===== src/verilog/ptw_pkg.sv =====
`default_nettype none

package ptw_pkg;

    // Sv39 physical address width
    localparam int unsigned PLEN = 56;
    // Physical page number width
    localparam int unsigned PPNW = 44;
    // IOVA width for Sv39
    localparam int unsigned VLEN = 39;
    // Full VPN width, three 9-bit slices
    localparam int unsigned VPNW = 27;
    // Width of one VPN slice
    localparam int unsigned VPN_SLICE = 9;
    // Page offset bits below the VPN
    localparam int unsigned PGOFF = 12;
    // Byte offset of an 8-byte PTE inside a table
    localparam int unsigned PTE_OFF = 3;
    // Raw PTE width on the memory port
    localparam int unsigned PTE_W = 64;
    // Process context ID width
    localparam int unsigned PSCIDW = 20;
    // Cause code width
    localparam int unsigned CAUSE_LEN = 12;
    // Global bit position inside the PTE
    localparam int unsigned G_BIT_POS = 5;

    // Sv39 page table entry, MSB first
    typedef struct packed {
        // Bits 63:54, must be zero
        logic [9:0]      reserved;
        logic [PPNW-1:0] ppn;
        // Reserved for software
        logic [1:0]      rsw;
        logic            d;
        logic            a;
        logic            g;
        logic            u;
        logic            x;
        logic            w;
        logic            r;
        logic            v;
    } pte_t;

    // Walk controller states
    typedef enum logic [1:0] {
        IDLE,
        MEM_ACCESS,
        PROC_PTE,
        ERROR
    } walk_state_e;

    // Walk levels: 1 GiB, 2 MiB, 4 KiB
    typedef enum logic [1:0] {
        LVL1,
        LVL2,
        LVL3
    } pt_level_e;

    // Error causes reported by the walker
    typedef enum logic [CAUSE_LEN-1:0] {
        LOAD_PAGE_FAULT    = 12'd13,
        STORE_PAGE_FAULT   = 12'd15,
        PT_DATA_CORRUPTION = 12'd274
    } cause_e;

endpackage

`default_nettype wire


===== src/verilog/iommu_ptw.sv =====
`timescale 1ns/10ps
`default_nettype none

module iommu_ptw (
    input  logic                         clk_i,
    input  logic                         rst_ni,
    // Walk request
    input  logic                         init_ptw_i,
    input  logic [ptw_pkg::VLEN-1:0]     req_iova_i,
    input  logic [ptw_pkg::PSCIDW-1:0]   pscid_i,
    input  logic [ptw_pkg::PPNW-1:0]     iosatp_ppn_i,
    input  logic                         is_store_i,
    // Read request channel
    output logic                         mem_ar_valid_o,
    output logic [ptw_pkg::PLEN-1:0]     mem_ar_addr_o,
    input  logic                         mem_ar_ready_i,
    // Read response channel
    input  logic                         mem_r_valid_i,
    input  logic [ptw_pkg::PTE_W-1:0]    mem_r_data_i,
    input  logic                         mem_r_err_i,
    output logic                         mem_r_ready_o,
    // IOTLB update
    output logic                         update_o,
    output logic [ptw_pkg::VPNW-1:0]     up_vpn_o,
    output logic [ptw_pkg::PSCIDW-1:0]   up_pscid_o,
    output logic                         up_1g_o,
    output logic                         up_2m_o,
    output ptw_pkg::pte_t                up_content_o,
    // Error report
    output logic                         ptw_error_o,
    output ptw_pkg::cause_e              cause_code_o,
    output logic                         ptw_active_o
);

    // Control strobes from the walk controller
    logic start;
    logic descend;
    logic accept;
    logic store;
    ptw_pkg::pt_level_e level;

    // Checker outcomes
    logic leaf;
    logic invalid;
    logic leaf_fault;
    logic nonleaf_fault;
    logic reserved_fault;

    // Response data seen as a PTE
    ptw_pkg::pte_t resp_pte;

    assign resp_pte = ptw_pkg::pte_t'(mem_r_data_i);

    // Sequencing of reads, levels and result pulses
    ptw_walk_ctrl u_walk_ctrl (
        .clk_i            (clk_i),
        .rst_ni           (rst_ni),
        .init_ptw_i       (init_ptw_i),
        .is_store_i       (is_store_i),
        .mem_ar_ready_i   (mem_ar_ready_i),
        .mem_r_valid_i    (mem_r_valid_i),
        .mem_r_err_i      (mem_r_err_i),
        .leaf_i           (leaf),
        .invalid_i        (invalid),
        .leaf_fault_i     (leaf_fault),
        .nonleaf_fault_i  (nonleaf_fault),
        .reserved_fault_i (reserved_fault),
        .start_o          (start),
        .descend_o        (descend),
        .level_o          (level),
        .accept_o         (accept),
        .store_o          (store),
        .mem_ar_valid_o   (mem_ar_valid_o),
        .mem_r_ready_o    (mem_r_ready_o),
        .update_o         (update_o),
        .ptw_error_o      (ptw_error_o),
        .cause_code_o     (cause_code_o),
        .ptw_active_o     (ptw_active_o)
    );

    // PTE classification at the current level
    ptw_pte_check u_pte_check (
        .pte_i            (resp_pte),
        .level_i          (level),
        .is_store_i       (store),
        .leaf_o           (leaf),
        .invalid_o        (invalid),
        .leaf_fault_o     (leaf_fault),
        .nonleaf_fault_o  (nonleaf_fault),
        .reserved_fault_o (reserved_fault)
    );

    // Table pointer, drives the read address
    ptw_pptr_gen u_pptr_gen (
        .clk_i        (clk_i),
        .rst_ni       (rst_ni),
        .start_i      (start),
        .descend_i    (descend),
        .level_i      (level),
        .req_iova_i   (req_iova_i),
        .iosatp_ppn_i (iosatp_ppn_i),
        .pte_ppn_i    (resp_pte.ppn),
        .pptr_o       (mem_ar_addr_o)
    );

    // IOTLB tags and update payload
    ptw_iotlb_update u_iotlb_update (
        .clk_i        (clk_i),
        .rst_ni       (rst_ni),
        .start_i      (start),
        .accept_i     (accept),
        .level_i      (level),
        .req_iova_i   (req_iova_i),
        .pscid_i      (pscid_i),
        .pte_i        (resp_pte),
        .up_vpn_o     (up_vpn_o),
        .up_pscid_o   (up_pscid_o),
        .up_1g_o      (up_1g_o),
        .up_2m_o      (up_2m_o),
        .up_content_o (up_content_o)
    );

endmodule

`default_nettype wire


===== src/verilog/ptw_iotlb_update.sv =====
`timescale 1ns/10ps
`default_nettype none

module ptw_iotlb_update (
    input  logic                        clk_i,
    input  logic                        rst_ni,
    input  logic                        start_i,
    input  logic                        accept_i,
    input  ptw_pkg::pt_level_e          level_i,
    input  logic [ptw_pkg::VLEN-1:0]    req_iova_i,
    input  logic [ptw_pkg::PSCIDW-1:0]  pscid_i,
    input  ptw_pkg::pte_t               pte_i,
    output logic [ptw_pkg::VPNW-1:0]    up_vpn_o,
    output logic [ptw_pkg::PSCIDW-1:0]  up_pscid_o,
    output logic                        up_1g_o,
    output logic                        up_2m_o,
    output ptw_pkg::pte_t               up_content_o
);

    // Tags captured at walk start
    logic [ptw_pkg::VPNW-1:0]   vpn_q;
    logic [ptw_pkg::PSCIDW-1:0] pscid_q;
    // Global seen on any earlier level
    logic                       global_q;
    // Leaf PTE as flat bits for the G override
    logic [ptw_pkg::PTE_W-1:0]  content;

    always_ff @(posedge clk_i or negedge rst_ni) begin
        if (!rst_ni) begin
            vpn_q    <= '0;
            pscid_q  <= '0;
            global_q <= 1'b0;
        end else if (start_i) begin
            vpn_q    <= req_iova_i[ptw_pkg::VLEN-1:ptw_pkg::PGOFF];
            pscid_q  <= pscid_i;
            global_q <= 1'b0;
        end else if (accept_i) begin
            global_q <= global_q | pte_i.g;
        end
    end

    // Leaf G is ORed in directly, it arrives in the update cycle
    always_comb begin
        content                     = pte_i;
        content[ptw_pkg::G_BIT_POS] = pte_i.g | global_q;
    end

    assign up_content_o = ptw_pkg::pte_t'(content);
    assign up_vpn_o     = vpn_q;
    assign up_pscid_o   = pscid_q;

    // Leaf level gives the page size
    assign up_1g_o = (level_i == ptw_pkg::LVL1);
    assign up_2m_o = (level_i == ptw_pkg::LVL2);

endmodule

`default_nettype wire


===== src/verilog/ptw_pptr_gen.sv =====
`timescale 1ns/10ps
`default_nettype none

module ptw_pptr_gen (
    input  logic                      clk_i,
    input  logic                      rst_ni,
    input  logic                      start_i,
    input  logic                      descend_i,
    input  ptw_pkg::pt_level_e        level_i,
    input  logic [ptw_pkg::VLEN-1:0]  req_iova_i,
    input  logic [ptw_pkg::PPNW-1:0]  iosatp_ppn_i,
    input  logic [ptw_pkg::PPNW-1:0]  pte_ppn_i,
    output logic [ptw_pkg::PLEN-1:0]  pptr_o
);

    // VPN of the walk in progress
    logic [ptw_pkg::VPNW-1:0]      vpn_q;
    // Current table entry address
    logic [ptw_pkg::PLEN-1:0]      pptr_q, pptr_d;
    // VPN[2] straight from the request
    logic [ptw_pkg::VPN_SLICE-1:0] root_idx;
    // Index into the next table
    logic [ptw_pkg::VPN_SLICE-1:0] next_idx;

    assign root_idx = req_iova_i[ptw_pkg::VLEN-1 -: ptw_pkg::VPN_SLICE];

    // Leaving level 1 uses VPN[1], leaving level 2 uses VPN[0]
    always_comb begin
        if (level_i == ptw_pkg::LVL1) begin
            next_idx = vpn_q[2*ptw_pkg::VPN_SLICE-1 -: ptw_pkg::VPN_SLICE];
        end else begin
            next_idx = vpn_q[ptw_pkg::VPN_SLICE-1:0];
        end
    end

    always_comb begin
        pptr_d = pptr_q;
        if (start_i) begin
            // Root table from iosatp
            pptr_d = {iosatp_ppn_i, root_idx, {ptw_pkg::PTE_OFF{1'b0}}};
        end else if (descend_i) begin
            // Next table from the pointer PTE
            pptr_d = {pte_ppn_i, next_idx, {ptw_pkg::PTE_OFF{1'b0}}};
        end
    end

    always_ff @(posedge clk_i or negedge rst_ni) begin
        if (!rst_ni) begin
            pptr_q <= '0;
            vpn_q  <= '0;
        end else begin
            pptr_q <= pptr_d;
            if (start_i) begin
                vpn_q <= req_iova_i[ptw_pkg::VLEN-1:ptw_pkg::PGOFF];
            end
        end
    end

    // Stable while the request waits for ready
    assign pptr_o = pptr_q;

endmodule

`default_nettype wire


===== src/verilog/ptw_pte_check.sv =====
`timescale 1ns/10ps
`default_nettype none

module ptw_pte_check (
    input  ptw_pkg::pte_t      pte_i,
    input  ptw_pkg::pt_level_e level_i,
    input  logic               is_store_i,
    output logic               leaf_o,
    output logic               invalid_o,
    output logic               leaf_fault_o,
    output logic               nonleaf_fault_o,
    output logic               reserved_fault_o
);

    // PPN bits that must be clear for a superpage leaf
    logic [ptw_pkg::PPNW-1:0] align_mask;
    logic                     misaligned;
    // Leaf permission and A/D failures
    logic                     perm_fault;

    // Mask width follows the size of the superpage
    always_comb begin
        align_mask = '0;
        case (level_i)
            ptw_pkg::LVL1: align_mask[17:0] = '1;
            ptw_pkg::LVL2: align_mask[8:0]  = '1;
            default:       align_mask       = '0;
        endcase
    end

    assign misaligned = |(pte_i.ppn & align_mask);

    // Not valid, or write without read
    assign invalid_o = !pte_i.v || (pte_i.w && !pte_i.r);

    // Readable or executable marks a leaf
    assign leaf_o = pte_i.r || pte_i.x;

    // A clear, R clear, or store to a clean page
    assign perm_fault = !pte_i.a || !pte_i.r || (is_store_i && !pte_i.d);

    assign leaf_fault_o = leaf_o && (misaligned || perm_fault);

    // A/D/U are reserved in pointers; no table below level 3
    assign nonleaf_fault_o = !leaf_o &&
                             (pte_i.a || pte_i.d || pte_i.u || (level_i == ptw_pkg::LVL3));

    // Upper PTE bits must be zero
    assign reserved_fault_o = |pte_i.reserved;

endmodule

`default_nettype wire


===== src/verilog/ptw_walk_ctrl.sv =====
`timescale 1ns/10ps
`default_nettype none

module ptw_walk_ctrl (
    input  logic               clk_i,
    input  logic               rst_ni,
    input  logic               init_ptw_i,
    input  logic               is_store_i,
    input  logic               mem_ar_ready_i,
    input  logic               mem_r_valid_i,
    input  logic               mem_r_err_i,
    // Checker outcomes for the response on the bus
    input  logic               leaf_i,
    input  logic               invalid_i,
    input  logic               leaf_fault_i,
    input  logic               nonleaf_fault_i,
    input  logic               reserved_fault_i,
    // Strobes to the datapath units
    output logic               start_o,
    output logic               descend_o,
    output ptw_pkg::pt_level_e level_o,
    output logic               accept_o,
    output logic               store_o,
    // Memory handshakes
    output logic               mem_ar_valid_o,
    output logic               mem_r_ready_o,
    // Walk results
    output logic               update_o,
    output logic               ptw_error_o,
    output ptw_pkg::cause_e    cause_code_o,
    output logic               ptw_active_o
);

    ptw_pkg::walk_state_e state_q, state_d;
    ptw_pkg::pt_level_e   level_q, level_d;

    // Page fault seen during the walk
    logic pf_q, pf_d;
    // Response came back with the error bit
    logic mem_err_q, mem_err_d;
    // Access type sampled at start
    logic store_q, store_d;

    assign level_o      = level_q;
    assign store_o      = store_q;
    assign ptw_active_o = (state_q != ptw_pkg::IDLE);

    always_comb begin
        state_d        = state_q;
        level_d        = level_q;
        pf_d           = pf_q;
        mem_err_d      = mem_err_q;
        store_d        = store_q;
        start_o        = 1'b0;
        descend_o      = 1'b0;
        accept_o       = 1'b0;
        mem_ar_valid_o = 1'b0;
        mem_r_ready_o  = 1'b0;
        update_o       = 1'b0;
        ptw_error_o    = 1'b0;
        cause_code_o   = ptw_pkg::LOAD_PAGE_FAULT;

        case (state_q)
            ptw_pkg::IDLE: begin
                // New walk always begins at the root table
                if (init_ptw_i) begin
                    start_o   = 1'b1;
                    state_d   = ptw_pkg::MEM_ACCESS;
                    level_d   = ptw_pkg::LVL1;
                    pf_d      = 1'b0;
                    mem_err_d = 1'b0;
                    store_d   = is_store_i;
                end
            end

            ptw_pkg::MEM_ACCESS: begin
                // Hold the request until the port takes it
                mem_ar_valid_o = 1'b1;
                if (mem_ar_ready_i) begin
                    state_d = ptw_pkg::PROC_PTE;
                end
            end

            ptw_pkg::PROC_PTE: begin
                if (mem_r_valid_i) begin
                    mem_r_ready_o = 1'b1;
                    accept_o      = 1'b1;
                    // Bus error wins over any PTE check
                    if (mem_r_err_i) begin
                        mem_err_d = 1'b1;
                        state_d   = ptw_pkg::ERROR;
                    end else if (invalid_i || reserved_fault_i) begin
                        pf_d    = 1'b1;
                        state_d = ptw_pkg::ERROR;
                    end else if (leaf_i) begin
                        if (leaf_fault_i) begin
                            pf_d    = 1'b1;
                            state_d = ptw_pkg::ERROR;
                        end else begin
                            // Good leaf, translation complete
                            update_o = 1'b1;
                            state_d  = ptw_pkg::IDLE;
                        end
                    end else if (nonleaf_fault_i) begin
                        pf_d    = 1'b1;
                        state_d = ptw_pkg::ERROR;
                    end else begin
                        // Pointer to the next table
                        descend_o = 1'b1;
                        state_d   = ptw_pkg::MEM_ACCESS;
                        level_d   = (level_q == ptw_pkg::LVL1) ? ptw_pkg::LVL2 : ptw_pkg::LVL3;
                    end
                end
            end

            ptw_pkg::ERROR: begin
                ptw_error_o = 1'b1;
                state_d     = ptw_pkg::IDLE;
                if (mem_err_q) begin
                    cause_code_o = ptw_pkg::PT_DATA_CORRUPTION;
                end else if (pf_q) begin
                    // Fault type follows the original access
                    cause_code_o = store_q ? ptw_pkg::STORE_PAGE_FAULT
                                           : ptw_pkg::LOAD_PAGE_FAULT;
                end
            end

            default: begin
                state_d = ptw_pkg::IDLE;
            end
        endcase
    end

    always_ff @(posedge clk_i or negedge rst_ni) begin
        if (!rst_ni) begin
            state_q   <= ptw_pkg::IDLE;
            level_q   <= ptw_pkg::LVL1;
            pf_q      <= 1'b0;
            mem_err_q <= 1'b0;
            store_q   <= 1'b0;
        end else begin
            state_q   <= state_d;
            level_q   <= level_d;
            pf_q      <= pf_d;
            mem_err_q <= mem_err_d;
            store_q   <= store_d;
        end
    end

endmodule

`default_nettype wire

===== config.mk =====
export PLATFORM = sky130hd
export DESIGN_NAME = iommu_ptw
export DESIGN_NICKNAME = d
export VERILOG_FILES = /design/src/verilog/ptw_pkg.sv /design/src/verilog/iommu_ptw.sv /design/src/verilog/ptw_iotlb_update.sv /design/src/verilog/ptw_pptr_gen.sv /design/src/verilog/ptw_pte_check.sv /design/src/verilog/ptw_walk_ctrl.sv
export SDC_FILE = /design/constraint.sdc
export NUM_CORES = 1
export LEC_CHECK = 0
export ABC_CLOCK_PERIOD_IN_PS = 3200
export CAP_MARGIN = 30
export CORE_AREA = 2 2 141 143
export DETAILED_ROUTE_END_ITERATION = 10
export DIE_AREA = 0 0 143 145
export DONT_BUFFER_PORTS = 1
export SYNTH_ARGS = -nofsm -noshare
export SYNTH_HDL_FRONTEND = slang
export SYNTH_HIERARCHICAL = 1
export SYNTH_SLANG_ARGS = --single-unit

===== constraint.sdc =====
create_clock -name clk_i -period 3.2 [get_ports clk_i]
set_input_delay 0.48 -clock clk_i [delete_from_list [all_inputs] [get_ports clk_i]]
set_output_delay 0.48 -clock clk_i [all_outputs]
set_load 0.01 [all_outputs]

Word-level counts from Yosys, hierarchy flattened
Cells that the tools add are included.
{"block": "totals", "inputBits": 174, "regBits": 111, "output_inout_bits": 186}
{"block": "classes", "bitwise_logic": 2, "n_reduce_logical": 32, "muxes": 57, "eq_ne": 15}
{"operator": "two-way mux 56 bit", "n": 2}
{"operator": "AND 44 x 18 -> 44 bit", "n": 1}
{"operator": "OR reduction 44 bit", "n": 1}
{"operator": "two-way mux 12 bit", "n": 3}
{"operator": "two-way mux 2 bit", "n": 16}
{"operator": "two-way mux 1 bit", "n": 29}
{"operator": "two-way mux 9 bit", "n": 3}
{"operator": "inequality test 2 bit (second input constant)", "n": 8}
{"operator": "OR reduction 10 bit", "n": 1}
{"operator": "logical OR 1 bit", "n": 9}
{"operator": "one-hot mux 2 bit (4 select lines)", "n": 1}
{"operator": "nonzero test 2 bit", "n": 4}
{"operator": "AND reduction 7 bit", "n": 1}
{"operator": "equality test 2 bit (second input constant)", "n": 3}
{"operator": "AND reduction 6 bit", "n": 1}
{"operator": "zero test 1 bit", "n": 5}
{"operator": "equality test 2 x 1 -> 1 bit (second input constant)", "n": 2}
{"operator": "logical AND 1 bit", "n": 4}
{"operator": "zero test 2 bit", "n": 2}
{"operator": "inequality test 4 x 2 -> 1 bit (second input constant)", "n": 1}
{"operator": "inequality test 4 bit (second input constant)", "n": 1}
{"operator": "one-hot mux 1 bit (2 select lines)", "n": 2}
{"operator": "one-hot mux 2 bit (2 select lines)", "n": 1}
{"operator": "AND reduction 4 bit", "n": 1}
{"operator": "other kinds (4)", "n": 4}

Longest topological paths before layout
{"block": "depth", "depth_word": 13, "mapped_depth": 8, "ltp_nobuf": 7}

Modules after synthesis
The synthesis kept the hierarchy.
{"mod": "ptw_pptr_gen", "n_inst": 1, "cells_per_inst": 273, "area_each_um2": 3249.4}
{"mod": "ptw_iotlb_update", "n_inst": 1, "cells_per_inst": 168, "area_each_um2": 2343.5}
{"mod": "ptw_walk_ctrl", "n_inst": 1, "cells_per_inst": 60, "area_each_um2": 538.0}
{"mod": "ptw_pte_check", "n_inst": 1, "cells_per_inst": 23, "area_each_um2": 137.6}

Least setup slack after synthesis
Ideal clock, no wire load.
{"block": "synth_path", "kind": "input port to output port", "from": "input port mem_r_data_i[10] in the netlist's numbering", "to": "output port update_o", "required_ns": 2.720, "path_buffers": 0, "stages": 5, "t_arrival_ns": 1.969, "slack_ns": 0.751, "cell_sequence": "or4_4 > nor4_2 > a31oi_1 > or4b_1 > nor2_1"}
{"block": "synth_via", "elab_chain_cells": 10}
{"item": "from (decl)", "line_no": "iommu_ptw.sv:19", "rtl": "input logic [ptw_pkg::PTE_W-1:0] mem_r_data_i,"}
{"item": "AND 44 x 18 -> 44 bit", "line_no": "ptw_pte_check.sv:31", "rtl": "assign misaligned = |(pte_i.ppn & align_mask);"}
{"item": "OR reduction 44 bit", "line_no": "ptw_pte_check.sv:31"}
{"item": "logical OR 1 bit", "line_no": "ptw_pte_check.sv:42", "rtl": "assign leaf_fault_o = leaf_o && (misaligned || perm_fault);"}
{"item": "logical AND 1 bit", "line_no": "ptw_pte_check.sv:42"}
{"item": "net leaf_fault", "line_no": "iommu_ptw.sv:45", "rtl": "logic leaf_fault;"}
{"item": "two-way mux 1 bit", "line_no": "ptw_walk_ctrl.sv:96", "rtl": "if (leaf_fault_i) begin"}
{"item": "two-way mux 1 bit", "line_no": "ptw_walk_ctrl.sv:95", "rtl": "end else if (leaf_i) begin"}
{"item": "two-way mux 1 bit", "line_no": "ptw_walk_ctrl.sv:92", "rtl": "end else if (invalid_i || reserved_fault_i) begin"}
{"item": "two-way mux 1 bit", "line_no": "ptw_walk_ctrl.sv:89", "rtl": "if (mem_r_err_i) begin"}
{"item": "two-way mux 1 bit", "line_no": "ptw_walk_ctrl.sv:85", "rtl": "if (mem_r_valid_i) begin"}
{"item": "two-way mux 1 bit", "line_no": "ptw_walk_ctrl.sv:63", "rtl": "case (state_q)"}
{"item": "to (decl)", "line_no": "iommu_ptw.sv:23", "rtl": "output logic update_o,"}
The timed path passes the listed nets, and every way through them passes these cells.

Worst setup path after layout
Same ends and word-level chain as after synthesis.

==> out/qor.yml <==
pwr:
  p_int_uw: 4300
  seqPwrFrac: 0.491
  p_sw_uw: 2370
  comb_power_share: 0.223
  power.density_nw_per_um2: 1030
  sw_frac_of_total: 0.356
  clockPowerShare: 0.286
  vdd_drop_max_mv: 0.439
  power.leakage_uw: 0.00263
cells_and_area:
  syn_to_final_growth_pct: 3.03
  layout-drive-gt1-share: 0.241
  final_common_cell: "dfrtp_1"
  final_area_um2: 6460
  nets: 626
  layout_common_cells: "dfrtp_1, mux2i_1, o21ai_1"
  diodes: 0
die:
  start_util: 0.326
  io_pins: 360
  core_um2: 19200
  fp.dieH_um: 145
  die_area_um2: 20700
  die_w_um: 143
  num_rows: 51
worst_setup_path:
  rrSetupSlack_ps: 890
  critical_path_class: "input port to output pin"
  path_max_fanout: 3
  end_kind: "output pin"
  crit_arrival_ps: 2270
  crit_path_start_kind: "input port"
  required_ps: 2720
clock_tree:
  clockBufferDepth: 2
  clk_latency_ps: 410
  cts_max_level: 4
  cts_made_buffers: 17
  cts_sinks: 126
  cts_resized: 0
  cts_tree: "done"
  clockRootBuffer: "clkbuf_16"
  clk_pin_slew_worst_paths_ps: 70
  cts_setup_buffers: 0
logic_synthesis:
  synth-seq-cells: 126
  ys_seq_area_frac: 0.503
  synth_edf_count: 0
  yosysTopAreaCellShare: 0.503
  syn_area_um2: 6270
  netlist_instances: 524
  ys_dominant_reg_cell: "dfrtp_1"
  synth_largest_area_cell: "dfrtp_1"
  synthTopCellsByArea: "dfrtp_1, buf_4, mux2_2"
  synth_area_per_cell_um2: 12.0
  synthArstFlopShare: 1.00
  yosys_warnings: 6
  synth_cell_types: 44
routing:
  wl_per_cell_um: 20.5
  first_pass_iters: 4
  routed_via_density: 5.01
  drt-initial-drc-count: 227
  via_count: 3656
  drcViolationCount: 0
  final_antenna_net_count: 0
  drt-total-wl_mm: 15.0
outcome:
  violations: "hold timing"
  status: "complete, but fails checks"
grt:
  grt_max_degree: 127
  antenna_found_initial: 0
  grt_usage: 0.140
  grt_pass1_wl_mm: 22.3
  overflow: 0
  grt_pass1_vias: 3924
timing:
  finalSetupViolations: 0
  rsz0062_at_grt: "no"
  period_share: 0.859
  max-slew-margin-rel: 0.545
  setup_tns_ps: 0
  finalMaxSlewViolations: 0
  min_period_ps: 2750
  worst_pin_slew_ps: 676
  skew_ps: 12.5
  hold_viol: 126
  fmaxAchievable_mhz: 364
  timing.hold.ws_ps: -243
job:
  maxCapViolCount: 0
placement:
  numPortBuffers: 0
  gp_congestion: 0.781
  dp.final_hpwl_mm: 10.7
  dpl_cell_area_um2: 5880
hold_path:
  hp-class: "input port to async pin"
## cells by family (layout without fill, tap and decap cells)
group,count (synthesis),count (layout),synth area share
AOI/OAI and AO/OA,80,80,0.0723
DFF,126,126,0.503
buffers and inverters,106,40,0.132
muxes,120,120,0.216
and+or+nand+nor,90,90,0.0756
other,2,9,0.00120
## power by group through the flow
stage	sequential, uW	clock [uW]	combinational (uW)
global placement	3280	0	1410
CTS	3280	1980	1500
floorplan	3060	0	1470
global route	3380	2060	1650
finish	3270	1910	1490
detailed placement	3290	0	1510
## cell usage after synthesis, drive strengths merged (2+ instances only)
| cell type | count |
|---|---|
| nor3b | 3 |
| nor2b | 5 |
| o31ai | 2 |
| clkbuf | 4 |
| a22oi | 9 |
| buf | 97 |
| and2 | 2 |
| nor2 | 11 |
| dfrtp | 126 |
| nand2 | 45 |
| conb | 2 |
| inv | 5 |
| a21oi | 6 |
| mux2 | 67 |
| or4 | 2 |
| nor4 | 6 |
| nand2b | 5 |
| mux2i | 53 |
| or2 | 3 |
| o21ai | 55 |
| nor3 | 2 |
| a31oi | 2 |
## metal layers
layer	track usage	routed length (um)	vias up
met1	0.159	5950	1795
li1	-	-	1599
met4	0.0579	280	0
met3	0.0554	1480	17
met5	0	0	-
met2	0.234	7270	245
## layout make-up
class,instances,area (um2)
sequential,126,3150
clock buffer,17,425
timing repair buffer,3,47.5
multi-input combinational,299,2330
tap,265,332
clock inverter,15,151
inverter,5,18.8
fill,1920,12700
## registers in the layout, indices dropped and copies added (netlist names)
| register | count |
|---|---|
| u_walk_ctrl/mem_err_q | 1 |
| u_iotlb_update/up_vpn_o | 27 |
| u_pptr_gen/vpn_q | 18 |
| u_iotlb_update/global_q | 1 |
| u_walk_ctrl/store_o | 1 |
| u_iotlb_update/up_pscid_o | 20 |
| u_walk_ctrl/level_o | 2 |
| u_pptr_gen/pptr_o | 53 |
| u_walk_ctrl/state_q | 2 |
| u_walk_ctrl/pf_q | 1 |
## through the flow
stage / total power (uW) / instances / hold WS (ps) / util / setup WS (ps)
2_1_floorplan: 4520 / 531 / 184 / - / 751
3_5_place_dp: 4800 / 698 / 188 / 0.306 / 364
5_1_grt: 7090 / 730 / -276 / 0.336 / 298
6_report: 6670 / 730 / -243 / 0.336 / 451
4_1_cts: 6760 / 730 / -265 / 0.336 / 342
3_3_place_gp: 4690 / 698 / 188 / 0.306 / 398
## critical path, cell delays in order
cell and delay [ps]:
or4_4 540, nor4_2 340, a31oi_1 170, or4b_1 530, nor2_1 210
## path summary, 6_finish.rpt
kind                                    startpoint                     endpoint  cells after the start
hold / removal                              rst_ni  u_iotlb_update/up_vpn_o[15]                      0
max in group asynchronous                   rst_ni        u_pptr_gen/pptr_o[33]                      0
setup reg to reg            u_walk_ctrl/level_o[0]        u_pptr_gen/pptr_o[39]                      7
min in group clk_i                  mem_ar_ready_i       u_walk_ctrl/state_q[1]                      1
hold reg to reg            u_iotlb_update/global_q      u_iotlb_update/global_q                      2
setup / recovery                  mem_r_data_i[10]                     update_o                      5
Note: power is estimated with default switching activity, not from simulation.
